===== config.mk =====
export PLATFORM = sky130hd
export DESIGN_NAME = mini_core
export DESIGN_NICKNAME = d
export VERILOG_FILES = /design/src/core_pkg.sv /design/src/decoder.sv /design/src/execute_unit.sv /design/src/fetch_unit.sv /design/src/mini_core.sv /design/src/pipeline_reg.sv /design/src/regfile.sv /design/src/retire_unit.sv
export SDC_FILE = /design/constraint.sdc
export NUM_CORES = 2
export LEC_CHECK = 0
export ABC_AREA = 0
export CAP_MARGIN = 0
export CELL_PAD_IN_SITES_DETAIL_PLACEMENT = 0
export CELL_PAD_IN_SITES_GLOBAL_PLACEMENT = 1
export CORE_AREA = 2 2 488 684
export CTS_CLUSTER_SIZE = 20
export DETAILED_ROUTE_END_ITERATION = 7
export DIE_AREA = 0 0 490 686
export DONT_BUFFER_PORTS = 1
export GPL_TIMING_DRIVEN = 1
export PLACE_DENSITY_LB_ADDON = 0.08
export SLEW_MARGIN = 5
export SYNTH_ARGS = -nofsm -noshare
export SYNTH_HDL_FRONTEND = slang
export SYNTH_SLANG_ARGS = --single-unit

===== constraint.sdc =====
create_clock -name clk_i -period 4.7 [get_ports clk_i]
set_input_delay 0.94 -clock clk_i [delete_from_list [all_inputs] [get_ports clk_i]]
set_output_delay 0.94 -clock clk_i [all_outputs]
set_load 0.01 [all_outputs]

===== src/core_pkg.sv =====
package core_pkg;

  //////////////////////////////////////////////////////////////////////
  // widths and reset values
  //////////////////////////////////////////////////////////////////////

  localparam int XLEN     = 32;
  localparam int NUM_REGS = 32;

  typedef logic [XLEN-1:0] word_t;
  typedef logic [$clog2(NUM_REGS)-1:0] reg_addr_t;

  localparam word_t RESET_PC = '0;

  // major opcodes
  localparam logic [6:0] OPC_OP     = 7'b0110011;
  localparam logic [6:0] OPC_OP_IMM = 7'b0010011;
  localparam logic [6:0] OPC_LUI    = 7'b0110111;
  localparam logic [6:0] OPC_BRANCH = 7'b1100011;

  // funct3 encodings
  localparam logic [2:0] F3_ADD_SUB = 3'b000;
  localparam logic [2:0] F3_SLT     = 3'b010;
  localparam logic [2:0] F3_XOR     = 3'b100;
  localparam logic [2:0] F3_OR      = 3'b110;
  localparam logic [2:0] F3_AND     = 3'b111;
  localparam logic [2:0] F3_BEQ     = 3'b000;
  localparam logic [2:0] F3_BNE     = 3'b001;

  typedef enum logic [2:0] {
    ALU_ADD,
    ALU_SUB,
    ALU_AND,
    ALU_OR,
    ALU_XOR,
    ALU_SLT,
    ALU_PASS_B
  } alu_op_e;

  typedef enum logic [1:0] {
    BR_NONE,
    BR_BEQ,
    BR_BNE
  } branch_e;

  //////////////////////////////////////////////////////////////////////
  // stage packets
  //////////////////////////////////////////////////////////////////////

  typedef struct packed {
    logic  valid;
    word_t pc;
    word_t insn;
  } if_id_t;

  typedef struct packed {
    logic      valid;
    word_t     pc;
    word_t     insn;
    reg_addr_t rs1_addr;
    reg_addr_t rs2_addr;
    word_t     rs1_data;
    word_t     rs2_data;
    word_t     imm;
    logic      use_imm;
    alu_op_e   alu_op;
    branch_e   branch;
    reg_addr_t rd_addr;
  } id_ex_t;

  typedef struct packed {
    logic      valid;
    word_t     pc;
    word_t     next_pc;
    word_t     insn;
    reg_addr_t rd_addr;
    word_t     result;
  } ex_wb_t;

  // retirement trace
  typedef struct packed {
    logic [31:0] order;
    word_t       pc;
    word_t       next_pc;
    word_t       insn;
    reg_addr_t   rd_addr;
    word_t       rd_wdata;
  } retire_t;

endpackage


===== src/decoder.sv =====
module decoder (
  input  core_pkg::if_id_t    fetch_i,
  output core_pkg::reg_addr_t rs1_addr_o,
  output core_pkg::reg_addr_t rs2_addr_o,
  input  core_pkg::word_t     rs1_data_i,
  input  core_pkg::word_t     rs2_data_i,
  output core_pkg::id_ex_t    decode_o
);

  core_pkg::word_t insn;
  logic [6:0]      opcode;
  logic [2:0]      funct3;
  logic [6:0]      funct7;
  core_pkg::word_t imm_i;
  core_pkg::word_t imm_b;
  core_pkg::word_t imm_u;

  assign insn   = fetch_i.insn;
  assign opcode = insn[6:0];
  assign funct3 = insn[14:12];
  assign funct7 = insn[31:25];

  assign imm_i = {{20{insn[31]}}, insn[31:20]};
  assign imm_b = {{19{insn[31]}}, insn[31], insn[7], insn[30:25], insn[11:8], 1'b0};
  assign imm_u = {insn[31:12], 12'b0};

  assign rs1_addr_o = insn[19:15];
  assign rs2_addr_o = insn[24:20];

  always_comb begin
    decode_o.valid    = fetch_i.valid;
    decode_o.pc       = fetch_i.pc;
    decode_o.insn     = insn;
    decode_o.rs1_addr = rs1_addr_o;
    decode_o.rs2_addr = rs2_addr_o;
    decode_o.rs1_data = rs1_data_i;
    decode_o.rs2_data = rs2_data_i;
    decode_o.imm      = imm_i;
    decode_o.use_imm  = 1'b0;
    decode_o.alu_op   = core_pkg::ALU_ADD;
    decode_o.branch   = core_pkg::BR_NONE;
    decode_o.rd_addr  = insn[11:7];
    // anything not matched below drops to an add into x0
    case (opcode)
      core_pkg::OPC_OP: begin
        if (funct7 == 7'b0100000 && funct3 == core_pkg::F3_ADD_SUB) begin
          decode_o.alu_op = core_pkg::ALU_SUB;
        end else if (funct7 != 7'b0000000) begin
          decode_o.rd_addr = '0;
        end else begin
          case (funct3)
            core_pkg::F3_ADD_SUB: decode_o.alu_op = core_pkg::ALU_ADD;
            core_pkg::F3_SLT:     decode_o.alu_op = core_pkg::ALU_SLT;
            core_pkg::F3_XOR:     decode_o.alu_op = core_pkg::ALU_XOR;
            core_pkg::F3_OR:      decode_o.alu_op = core_pkg::ALU_OR;
            core_pkg::F3_AND:     decode_o.alu_op = core_pkg::ALU_AND;
            default:              decode_o.rd_addr = '0;
          endcase
        end
      end
      core_pkg::OPC_OP_IMM: begin
        decode_o.use_imm = 1'b1;
        case (funct3)
          core_pkg::F3_ADD_SUB: decode_o.alu_op = core_pkg::ALU_ADD;
          core_pkg::F3_XOR:     decode_o.alu_op = core_pkg::ALU_XOR;
          core_pkg::F3_OR:      decode_o.alu_op = core_pkg::ALU_OR;
          core_pkg::F3_AND:     decode_o.alu_op = core_pkg::ALU_AND;
          default:              decode_o.rd_addr = '0;
        endcase
      end
      core_pkg::OPC_LUI: begin
        decode_o.use_imm = 1'b1;
        decode_o.imm     = imm_u;
        decode_o.alu_op  = core_pkg::ALU_PASS_B;
      end
      core_pkg::OPC_BRANCH: begin
        decode_o.imm     = imm_b;
        decode_o.rd_addr = '0;
        if (funct3 == core_pkg::F3_BEQ) begin
          decode_o.branch = core_pkg::BR_BEQ;
        end else if (funct3 == core_pkg::F3_BNE) begin
          decode_o.branch = core_pkg::BR_BNE;
        end
      end
      default: decode_o.rd_addr = '0;
    endcase
  end

endmodule


===== src/execute_unit.sv =====
module execute_unit (
  input  core_pkg::id_ex_t decode_i,
  input  core_pkg::ex_wb_t wb_i,
  output core_pkg::ex_wb_t exec_o,
  output logic             redirect_o,
  output core_pkg::word_t  redirect_pc_o
);

  //////////////////////////////////////////////////////////////////////
  // forwarding from writeback
  //////////////////////////////////////////////////////////////////////

  core_pkg::word_t rs1_val;
  core_pkg::word_t rs2_val;
  core_pkg::word_t op_b;
  core_pkg::word_t alu_out;
  logic            equal;
  logic            taken;

  assign rs1_val = (wb_i.valid && wb_i.rd_addr != '0 && wb_i.rd_addr == decode_i.rs1_addr) ?
                   wb_i.result : decode_i.rs1_data;
  assign rs2_val = (wb_i.valid && wb_i.rd_addr != '0 && wb_i.rd_addr == decode_i.rs2_addr) ?
                   wb_i.result : decode_i.rs2_data;

  assign op_b = decode_i.use_imm ? decode_i.imm : rs2_val;

  always_comb begin
    case (decode_i.alu_op)
      core_pkg::ALU_SUB:    alu_out = rs1_val - op_b;
      core_pkg::ALU_AND:    alu_out = rs1_val & op_b;
      core_pkg::ALU_OR:     alu_out = rs1_val | op_b;
      core_pkg::ALU_XOR:    alu_out = rs1_val ^ op_b;
      core_pkg::ALU_SLT:    alu_out = {{(core_pkg::XLEN-1){1'b0}}, $signed(rs1_val) < $signed(op_b)};
      core_pkg::ALU_PASS_B: alu_out = op_b;
      default:              alu_out = rs1_val + op_b;
    endcase
  end

  //////////////////////////////////////////////////////////////////////
  // branch resolution
  //////////////////////////////////////////////////////////////////////

  assign equal = (rs1_val == rs2_val);
  assign taken = decode_i.valid &&
                 ((decode_i.branch == core_pkg::BR_BEQ && equal) ||
                  (decode_i.branch == core_pkg::BR_BNE && !equal));

  // also flushes fetch/decode and decode/execute
  assign redirect_o    = taken;
  assign redirect_pc_o = decode_i.pc + decode_i.imm;

  assign exec_o.valid   = decode_i.valid;
  assign exec_o.pc      = decode_i.pc;
  assign exec_o.next_pc = taken ? redirect_pc_o : decode_i.pc + 32'd4;
  assign exec_o.insn    = decode_i.insn;
  assign exec_o.rd_addr = decode_i.rd_addr;
  assign exec_o.result  = alu_out;

endmodule


===== src/fetch_unit.sv =====
module fetch_unit (
  input  logic             clk_i,
  input  logic             rst_i,
  input  logic             redirect_i,
  input  core_pkg::word_t  redirect_pc_i,
  input  core_pkg::word_t  imem_rdata_i,
  output core_pkg::word_t  imem_addr_o,
  output core_pkg::if_id_t fetch_o
);

  core_pkg::word_t pc_q;

  // branch target wins over the sequential advance
  always_ff @(posedge clk_i) begin
    if (rst_i) begin
      pc_q <= core_pkg::RESET_PC;
    end else if (redirect_i) begin
      pc_q <= redirect_pc_i;
    end else begin
      pc_q <= pc_q + 32'd4;
    end
  end

  assign imem_addr_o = pc_q;

  // imem answers in the same cycle
  assign fetch_o.valid = 1'b1;
  assign fetch_o.pc    = pc_q;
  assign fetch_o.insn  = imem_rdata_i;

endmodule


===== src/mini_core.sv =====
module mini_core (
  input  logic              clk_i,
  input  logic              rst_i,
  output core_pkg::word_t   imem_addr_o,
  input  core_pkg::word_t   imem_rdata_i,
  output logic              retire_valid_o,
  output core_pkg::retire_t retire_o
);

  core_pkg::if_id_t    fetch_d;
  core_pkg::if_id_t    fetch_q;
  core_pkg::id_ex_t    decode_d;
  core_pkg::id_ex_t    decode_q;
  core_pkg::ex_wb_t    exec_d;
  core_pkg::ex_wb_t    wb_q;
  logic                redirect;
  core_pkg::word_t     redirect_pc;
  core_pkg::reg_addr_t rs1_addr;
  core_pkg::reg_addr_t rs2_addr;
  core_pkg::word_t     rs1_data;
  core_pkg::word_t     rs2_data;
  logic                rd_wen;
  core_pkg::reg_addr_t rd_addr;
  core_pkg::word_t     rd_data;

  fetch_unit i_fetch_unit (
    .clk_i(clk_i), .rst_i(rst_i),
    .redirect_i(redirect), .redirect_pc_i(redirect_pc),
    .imem_rdata_i(imem_rdata_i), .imem_addr_o(imem_addr_o),
    .fetch_o(fetch_d)
  );

  pipeline_reg #(.pipe_t(core_pkg::if_id_t)) i_if_id_reg (
    .clk_i(clk_i), .rst_i(rst_i), .flush_i(redirect),
    .pipe_d_i(fetch_d), .pipe_q_o(fetch_q)
  );

  decoder i_decoder (
    .fetch_i(fetch_q), .rs1_addr_o(rs1_addr), .rs2_addr_o(rs2_addr),
    .rs1_data_i(rs1_data), .rs2_data_i(rs2_data), .decode_o(decode_d)
  );

  regfile i_regfile (
    .clk_i(clk_i), .rst_i(rst_i),
    .rs1_addr_i(rs1_addr), .rs2_addr_i(rs2_addr),
    .rd_addr_i(rd_addr), .rd_wen_i(rd_wen), .rd_data_i(rd_data),
    .rs1_data_o(rs1_data), .rs2_data_o(rs2_data)
  );

  pipeline_reg #(.pipe_t(core_pkg::id_ex_t)) i_id_ex_reg (
    .clk_i(clk_i), .rst_i(rst_i), .flush_i(redirect),
    .pipe_d_i(decode_d), .pipe_q_o(decode_q)
  );

  execute_unit i_execute_unit (
    .decode_i(decode_q), .wb_i(wb_q), .exec_o(exec_d),
    .redirect_o(redirect), .redirect_pc_o(redirect_pc)
  );

  // the oldest instruction is never flushed
  pipeline_reg #(.pipe_t(core_pkg::ex_wb_t)) i_ex_wb_reg (
    .clk_i(clk_i), .rst_i(rst_i), .flush_i(1'b0),
    .pipe_d_i(exec_d), .pipe_q_o(wb_q)
  );

  retire_unit i_retire_unit (
    .clk_i(clk_i), .rst_i(rst_i), .wb_i(wb_q),
    .rd_wen_o(rd_wen), .rd_addr_o(rd_addr), .rd_data_o(rd_data),
    .retire_valid_o(retire_valid_o), .retire_o(retire_o)
  );

endmodule


===== src/pipeline_reg.sv =====
module pipeline_reg #(
  parameter type pipe_t = struct packed {
    logic        valid;
    logic [31:0] data;
  }
) (
  input  logic  clk_i,
  input  logic  rst_i,
  input  logic  flush_i,
  input  pipe_t pipe_d_i,
  output pipe_t pipe_q_o
);

  // payload moves every cycle, only valid is cleared
  always_ff @(posedge clk_i) begin
    pipe_q_o <= pipe_d_i;
    if (rst_i || flush_i) begin
      pipe_q_o.valid <= 1'b0;
    end
  end

  valid_known_a : assert property (
    @(posedge clk_i) disable iff (rst_i)
    !$isunknown(pipe_q_o.valid)
  );

endmodule


===== src/regfile.sv =====
module regfile (
  input  logic                clk_i,
  input  logic                rst_i,
  input  core_pkg::reg_addr_t rs1_addr_i,
  input  core_pkg::reg_addr_t rs2_addr_i,
  input  core_pkg::reg_addr_t rd_addr_i,
  input  logic                rd_wen_i,
  input  core_pkg::word_t     rd_data_i,
  output core_pkg::word_t     rs1_data_o,
  output core_pkg::word_t     rs2_data_o
);

  core_pkg::word_t regs [core_pkg::NUM_REGS];
  logic            wen;

  // x0 is never written, so it keeps its reset value
  assign wen = rd_wen_i && (rd_addr_i != '0);

  always_ff @(posedge clk_i) begin
    if (rst_i) begin
      for (int i = 0; i < core_pkg::NUM_REGS; i++) begin
        regs[i] <= '0;
      end
    end else if (wen) begin
      regs[rd_addr_i] <= rd_data_i;
    end
  end

  // write-through for the instruction two behind the writer
  assign rs1_data_o = (wen && rd_addr_i == rs1_addr_i) ? rd_data_i : regs[rs1_addr_i];
  assign rs2_data_o = (wen && rd_addr_i == rs2_addr_i) ? rd_data_i : regs[rs2_addr_i];

  x0_zero_a : assert property (
    @(posedge clk_i) disable iff (rst_i)
    (rs1_addr_i != '0 || rs1_data_o == '0) && (rs2_addr_i != '0 || rs2_data_o == '0)
  );

endmodule


===== src/retire_unit.sv =====
module retire_unit (
  input  logic                clk_i,
  input  logic                rst_i,
  input  core_pkg::ex_wb_t    wb_i,
  output logic                rd_wen_o,
  output core_pkg::reg_addr_t rd_addr_o,
  output core_pkg::word_t     rd_data_o,
  output logic                retire_valid_o,
  output core_pkg::retire_t   retire_o
);

  logic [31:0] order_q;

  always_ff @(posedge clk_i) begin
    if (rst_i) begin
      order_q <= '0;
    end else if (wb_i.valid) begin
      order_q <= order_q + 32'd1;
    end
  end

  assign rd_wen_o  = wb_i.valid;
  assign rd_addr_o = wb_i.rd_addr;
  assign rd_data_o = wb_i.result;

  assign retire_valid_o    = wb_i.valid;
  assign retire_o.order    = order_q;
  assign retire_o.pc       = wb_i.pc;
  assign retire_o.next_pc  = wb_i.next_pc;
  assign retire_o.insn     = wb_i.insn;
  assign retire_o.rd_addr  = wb_i.rd_addr;
  // trace shows zero for anything aimed at x0
  assign retire_o.rd_wdata = (wb_i.rd_addr == '0) ? '0 : wb_i.result;

  order_step_a : assert property (
    @(posedge clk_i) disable iff (rst_i)
    retire_valid_o |=> (retire_o.order == $past(retire_o.order) + 32'd1)
  );

endmodule

### Word level (Yosys, flattened, before mapping)

Memory sizes are Yosys's and may differ from the RTL's. A register that Yosys moved wholly into a read port is not among the register bits.
Cells that the tools add are included.

* add/sub/neg operators: 6
* magnitude comparators: 1
* equal/unequal tests: 23
* muxes and demuxes: 32
* bitwise logic cells: 4
* reductions and logical operators: 21

Operator list (number)
* $mux 32: 9
* $pmux 32 s6: 1
* $add 32x3->32 const B: 2
* $add 32x32->32: 2
* $pmux 31 s2: 1
* $add 32x1->32 const B: 1
* $and 32x32->32: 1
* $eq 32x32->1: 1
* $lt 32x32->1: 1
* $or 32x32->32: 1
* $reduce_or 32->1: 1
* $sub 32x32->32: 1
* $xor 32x32->32: 1
* $mux 5: 5
* $eq 7x6->1 const B: 3
* $eq 5x5->1: 4
* $eq 3x3->1 const B: 6
* $pmux 3 s3: 2
* $pmux 5 s3: 1
* $pmux 3 s4: 1
* $eq 3x2->1 const B: 3
* $logic_and 1x1->1: 9
* $mux 1: 9
* $eq 7x5->1 const B: 1
* 16 further kinds: 20

* bits in registers: 445
* RAM bits: 1024
* input bits: 34
* logic and storage cells: 112
* memories: 1

Memories
* i_regfile.regs: depth 32, bits a word 32, rd ports 2, clocked after memory_dff 2, wr ports 32, line regfile.sv:13 `core_pkg::word_t regs [core_pkg::NUM_REGS];`

### Depth between registers and ports, before layout

* depth after elaboration: 11
* gate-level depth with buffers: 23

### Cells and area by module

Synthesis repeated with hierarchy kept, for this count alone.

* cells, all modules: 6201
* area total of the unflattened synthesis: 78865.6 um^2

By module, submodules not included
* regfile: instances 1, cells each 3494, area an instance 54461.0 um^2
* execute_unit: instances 1, cells each 1439, area an instance 9949.5 um^2
* pipeline_reg (i_id_ex_reg): instances 1, cells each 183, area an instance 3656.0 um^2
* retire_unit: instances 1, cells each 362, area an instance 2844.0 um^2
* pipeline_reg (i_ex_wb_reg): instances 1, cells each 135, area an instance 2695.1 um^2
* fetch_unit: instances 1, cells each 283, area an instance 2258.4 um^2
* decoder: instances 1, cells each 238, area an instance 1684.1 um^2
* pipeline_reg (i_if_id_reg): instances 1, cells each 66, area an instance 1313.8 um^2
* mini_core: instances 1, cells each 1, area an instance 3.8 um^2

### Worst setup path before layout

Ideal clock, no wire load.

* path kind: register to register
* start: register i_ex_wb_reg.pipe_q_o[33] (netlist name)
* end: register i_ex_wb_reg.pipe_q_o[28] (netlist name)
* arrival time: 4.835 ns
* required time: 4.578 ns
* slack: -0.257 ns
* stages on the path, launching flop included: 19
* path buffers: 4
* period minus slack after synthesis: 4.957 ns
* path through: dfxtp_1 > buf_4 > or2_1 > o211a_1 > nand2_1 > buf_4 > buf_4 > buf_1 > mux2i_1 > o21ai_0 > ha_1 > inv_1 > o21ai_0 > a2111oi_0 > o32ai_1 > o41ai_1 > a211oi_1 > a221o_1 > a221o_1

RTL lines
* from (decl): line pipeline_reg.sv:11 `output pipe_t pipe_q_o`
* from (signal assigned): line pipeline_reg.sv:16 `pipe_q_o <= pipe_d_i;`

==> impl_metrics.yaml <==
sta:
  fin_skew_ps: 65.74
  finalSetupViolations: 0
  hold_ws_ps: 81.70
  tightest_slew_ps: 1229
  max_freq_mhz: 219.9
  drv_slew: 0
  min_period_ps: 4547
  finalCritPeriodShare_pct: 96.74
  relSlewSlack_pct: 18.07
  hold_violations: 0
  rsz0062_at_grt: "yes"
  fin_setup_tns_ps: 0
setup_path:
  worst-setup-path-type: "reg -> reg"
  cp.required_ps: 5430
  critPathLaunchType: "flip-flop"
  path_max_fanout: 4
  crit_top_cell: "buf_4"
  reg2reg_from: "i_ex_wb_reg.pipe_q_o[35]"
  cp_slowest_cell: "o41a_1"
  cp-end-kind: "flip-flop"
  worstPathCellList: "or3_4 > buf_4 > o211ai_2 > or2_4 > buf_4 > mux2i_2 > inv_1 > ha_1 > o21bai_1 > a21oi_2 > o211ai_1 > a311o_1 > o41a_1 > buf_4 > a311oi_2 > o21ai_1 > a31o_2 > nand2_1 > o211ai_1"
  slowest_delay_ps: 400
  arrival_ps: 5270
  cp-startpoint: "i_ex_wb_reg.pipe_q_o[35]"
yosys:
  synth-seq-cells: 1458
  synthFlopType: "edfxtp_1"
  synth_cell_types: 88
  yosys_warnings: 0
  syn_avg_cell_area_um2: 13.26
  netlist_instances: 5707
  synth_edf_count: 1024
  async_flop_share_pct: 0
  seq_area_frac_synth_pct: 52.11
  syn-cell-area_um2: 75690
routing:
  ant_nets: 0
  vias_per_cell: 4.782
  drtIter0Drc: 3516
  wl_per_cell_um: 32.75
  drc: 0
  num_vias: 49856
  dr.pass1.iters: 5
  wl_um: 341400
floorplanning:
  initial_core_util_pct: 22.94
  die_h_um: 686
  rows: 250
  core-area_um2: 330000
  die_w_um: 490
  io_pins: 232
  dieArea_um2: 336100
place:
  gp_congestion: 0.8386
  io_buffer_count: 0
  hpwlAfterDp_um: 230800
final_layout:
  fillers: 33678
  syn_to_final_growth_pct: 18.83
  drive_gt1_share_pct: 27.82
  layout_commonest_cell: "edfxtp_1"
  final_cell_mix: "1024 x edfxtp_1, 640 x mux4_2, 606 x and2_1, 496 x buf_4, 466 x nor3_1"
  fin_nets: 6044
power:
  clock_power_share_pct: 38.4
  power_frac_seq_pct: 41.6
  p_switching_w: 0.01126
  power_density_nw_per_um2: 401.3
  p_leak_nw: 31.88
  power_w: 0.03610
  swShare_pct: 31.18
  peakVddDrop_mv: 0.2714
  p_int_w: 0.02484
  power_frac_comb_pct: 20.1
grt:
  antenna_found_initial: 23
  grt_pass1_wl_um: 466700
  overflow: 0
  grt_max_degree: 136
  track_usage_pct: 19.91
  grt_pass1_vias: 52946
hold_path:
  min-delay-start: "imem_rdata_i[3]"
  worstHoldPathType: "in -> reg"
clock_network:
  clk_pin_slew_ps: 60
  clk_latency_ps: 910
  h-tree-depth: 4
  cts_buffers: 180
  cts_tree: "done"
  holdBufCountCts: 0
  clock_sinks: 1458
  clock_path_buffers: 4
  root_buffer: "clkbuf_16"
job:
  drv_cap: 0
run_status:
  outcome: "completed"
==> cells in the mapped netlist, drive strengths merged (23+ instances only) <==
library cell,count,share of area (%)
nor3,470,3.1
a221o,26,0.34
a21oi,129,0.86
edfxtp,1024,41
nand3,51,0.34
or2,41,0.34
dfxtp,434,11
buf,213,1.7
and2,607,5.0
clkbuf,402,2.0
ha,130,2.1
nand2,209,1.0
and3,27,0.22
a22oi,25,0.25
a211oi,24,0.24
mux2i,145,1.9
xnor2,71,0.83
o211ai,23,0.23
a21boi,38,0.47
mux4,640,19
nor2,185,0.92
nand2b,25,0.21
o21ai,174,1.2
xor2,94,1.1
a31oi,42,0.35
inv,124,0.61
a21o,48,0.48
o22ai,26,0.21
==> per-stage QoR <==
| stage | worst slack [ps] | cell area [um^2] | instances | util (%) |
|---|---|---|---|---|
| 5_1_grt | -9.108 | 89930 | 10422 | 27.25 |
| 3_3_place_gp | -438.7 | 83860 | 10092 | 25.41 |
| 6_report | 153.3 | 89940 | 10426 | 27.26 |
| 2_1_floorplan | 103.5 | 75810 | 5738 | - |
| 4_1_cts | -4.387 | 89670 | 10413 | 27.17 |
| 3_5_place_dp | -355.5 | 83860 | 10092 | 25.41 |
==> layout make-up <==
| class | count | area [um^2] | share of cell area (%) |
|---|---|---|---|
| sequential | 1458 | 39490 | 43.91 |
| multi-input combinational | 3526 | 33590 | 37.35 |
| tap | 4410 | 5518 | 6.135 |
| timing repair buffer | 572 | 5243 | 5.829 |
| clock buffer | 233 | 4827 | 5.367 |
| clock inverter | 82 | 729.5 | 0.8110 |
| inverter | 139 | 524.3 | 0.5829 |
| antenna | 6 | 15.01 | 0.01669 |
==> repair_timing <==
action / 4_1_cts / 5_1_grt
buffers inserted: 8 / 8
setup endpoints to repair: 16 / 48
pin swaps: 14 / 29
resized for setup: 43 / 54
==> kinds of logic after synthesis <==
kind of cell | Yosys count | share of synthesized area [%]
AND/OR/NAND/NOR | 1713 | 12.09
flip-flops | 1458 | 52.11
multiplexers | 797 | 21.17
buffers and inverters | 754 | 4.397
AO/OA/AOI/OAI | 686 | 6.085
XOR/XNOR | 165 | 1.919
adder cells (fa/ha/maj) | 133 | 2.228
other | 1 | 0.004955
==> power by group through the flow <==
stage	clock network [W]	logic (W)	registers [W]
6_report	0.0138	0.00724	0.0150
5_1_grt	0.0147	0.00773	0.0151
4_1_cts	0.0143	0.00728	0.0150
3_5_place_dp	0	0.00716	0.0153
3_3_place_gp	0	0.00721	0.0153
2_1_floorplan	0	0.00371	0.0149
==> routing by layer <==
metal | part of all wire (%) | track usage (%)
met2 | 53 | 37.07
met1 | 41 | 24.11
met3 | 3.1 | 2.129
met4 | 2.8 | 5.311
met5 | 0 | 0
==> critical path: cells and delay by family (launching register included) <==
kind	cells	cell delay (ps)
adders and majority gates	1	370
muxes	1	250
AOI/OAI and AO/OA	10	2190
buffers and inverters	4	610
DFF	1	320
and+or+nand+nor	3	650
==> path summary, 6_finish.rpt <==
path / endpoint / slack, ps / cells past startpoint
max reg2reg: i_ex_wb_reg.pipe_q_o[25] / 150 / 19
max: i_ex_wb_reg.pipe_q_o[25] / 150 / 19
min reg2reg: i_id_ex_reg.pipe_q_o[149] / 300 / 0
min: i_if_id_reg.pipe_q_o[3] / 80 / 0
==> registers in the layout (all words and copies together), names as in the netlist <==
signal / cells
i_ex_wb_reg.pipe_q_o: 134
i_fetch_unit.imem_addr_o: 32
i_id_ex_reg.pipe_q_o: 171
i_if_id_reg.pipe_q_o: 65
i_regfile.regs: 1024
i_retire_unit.order_q: 32
No activity file was read; power rests on OpenSTA's default activity.
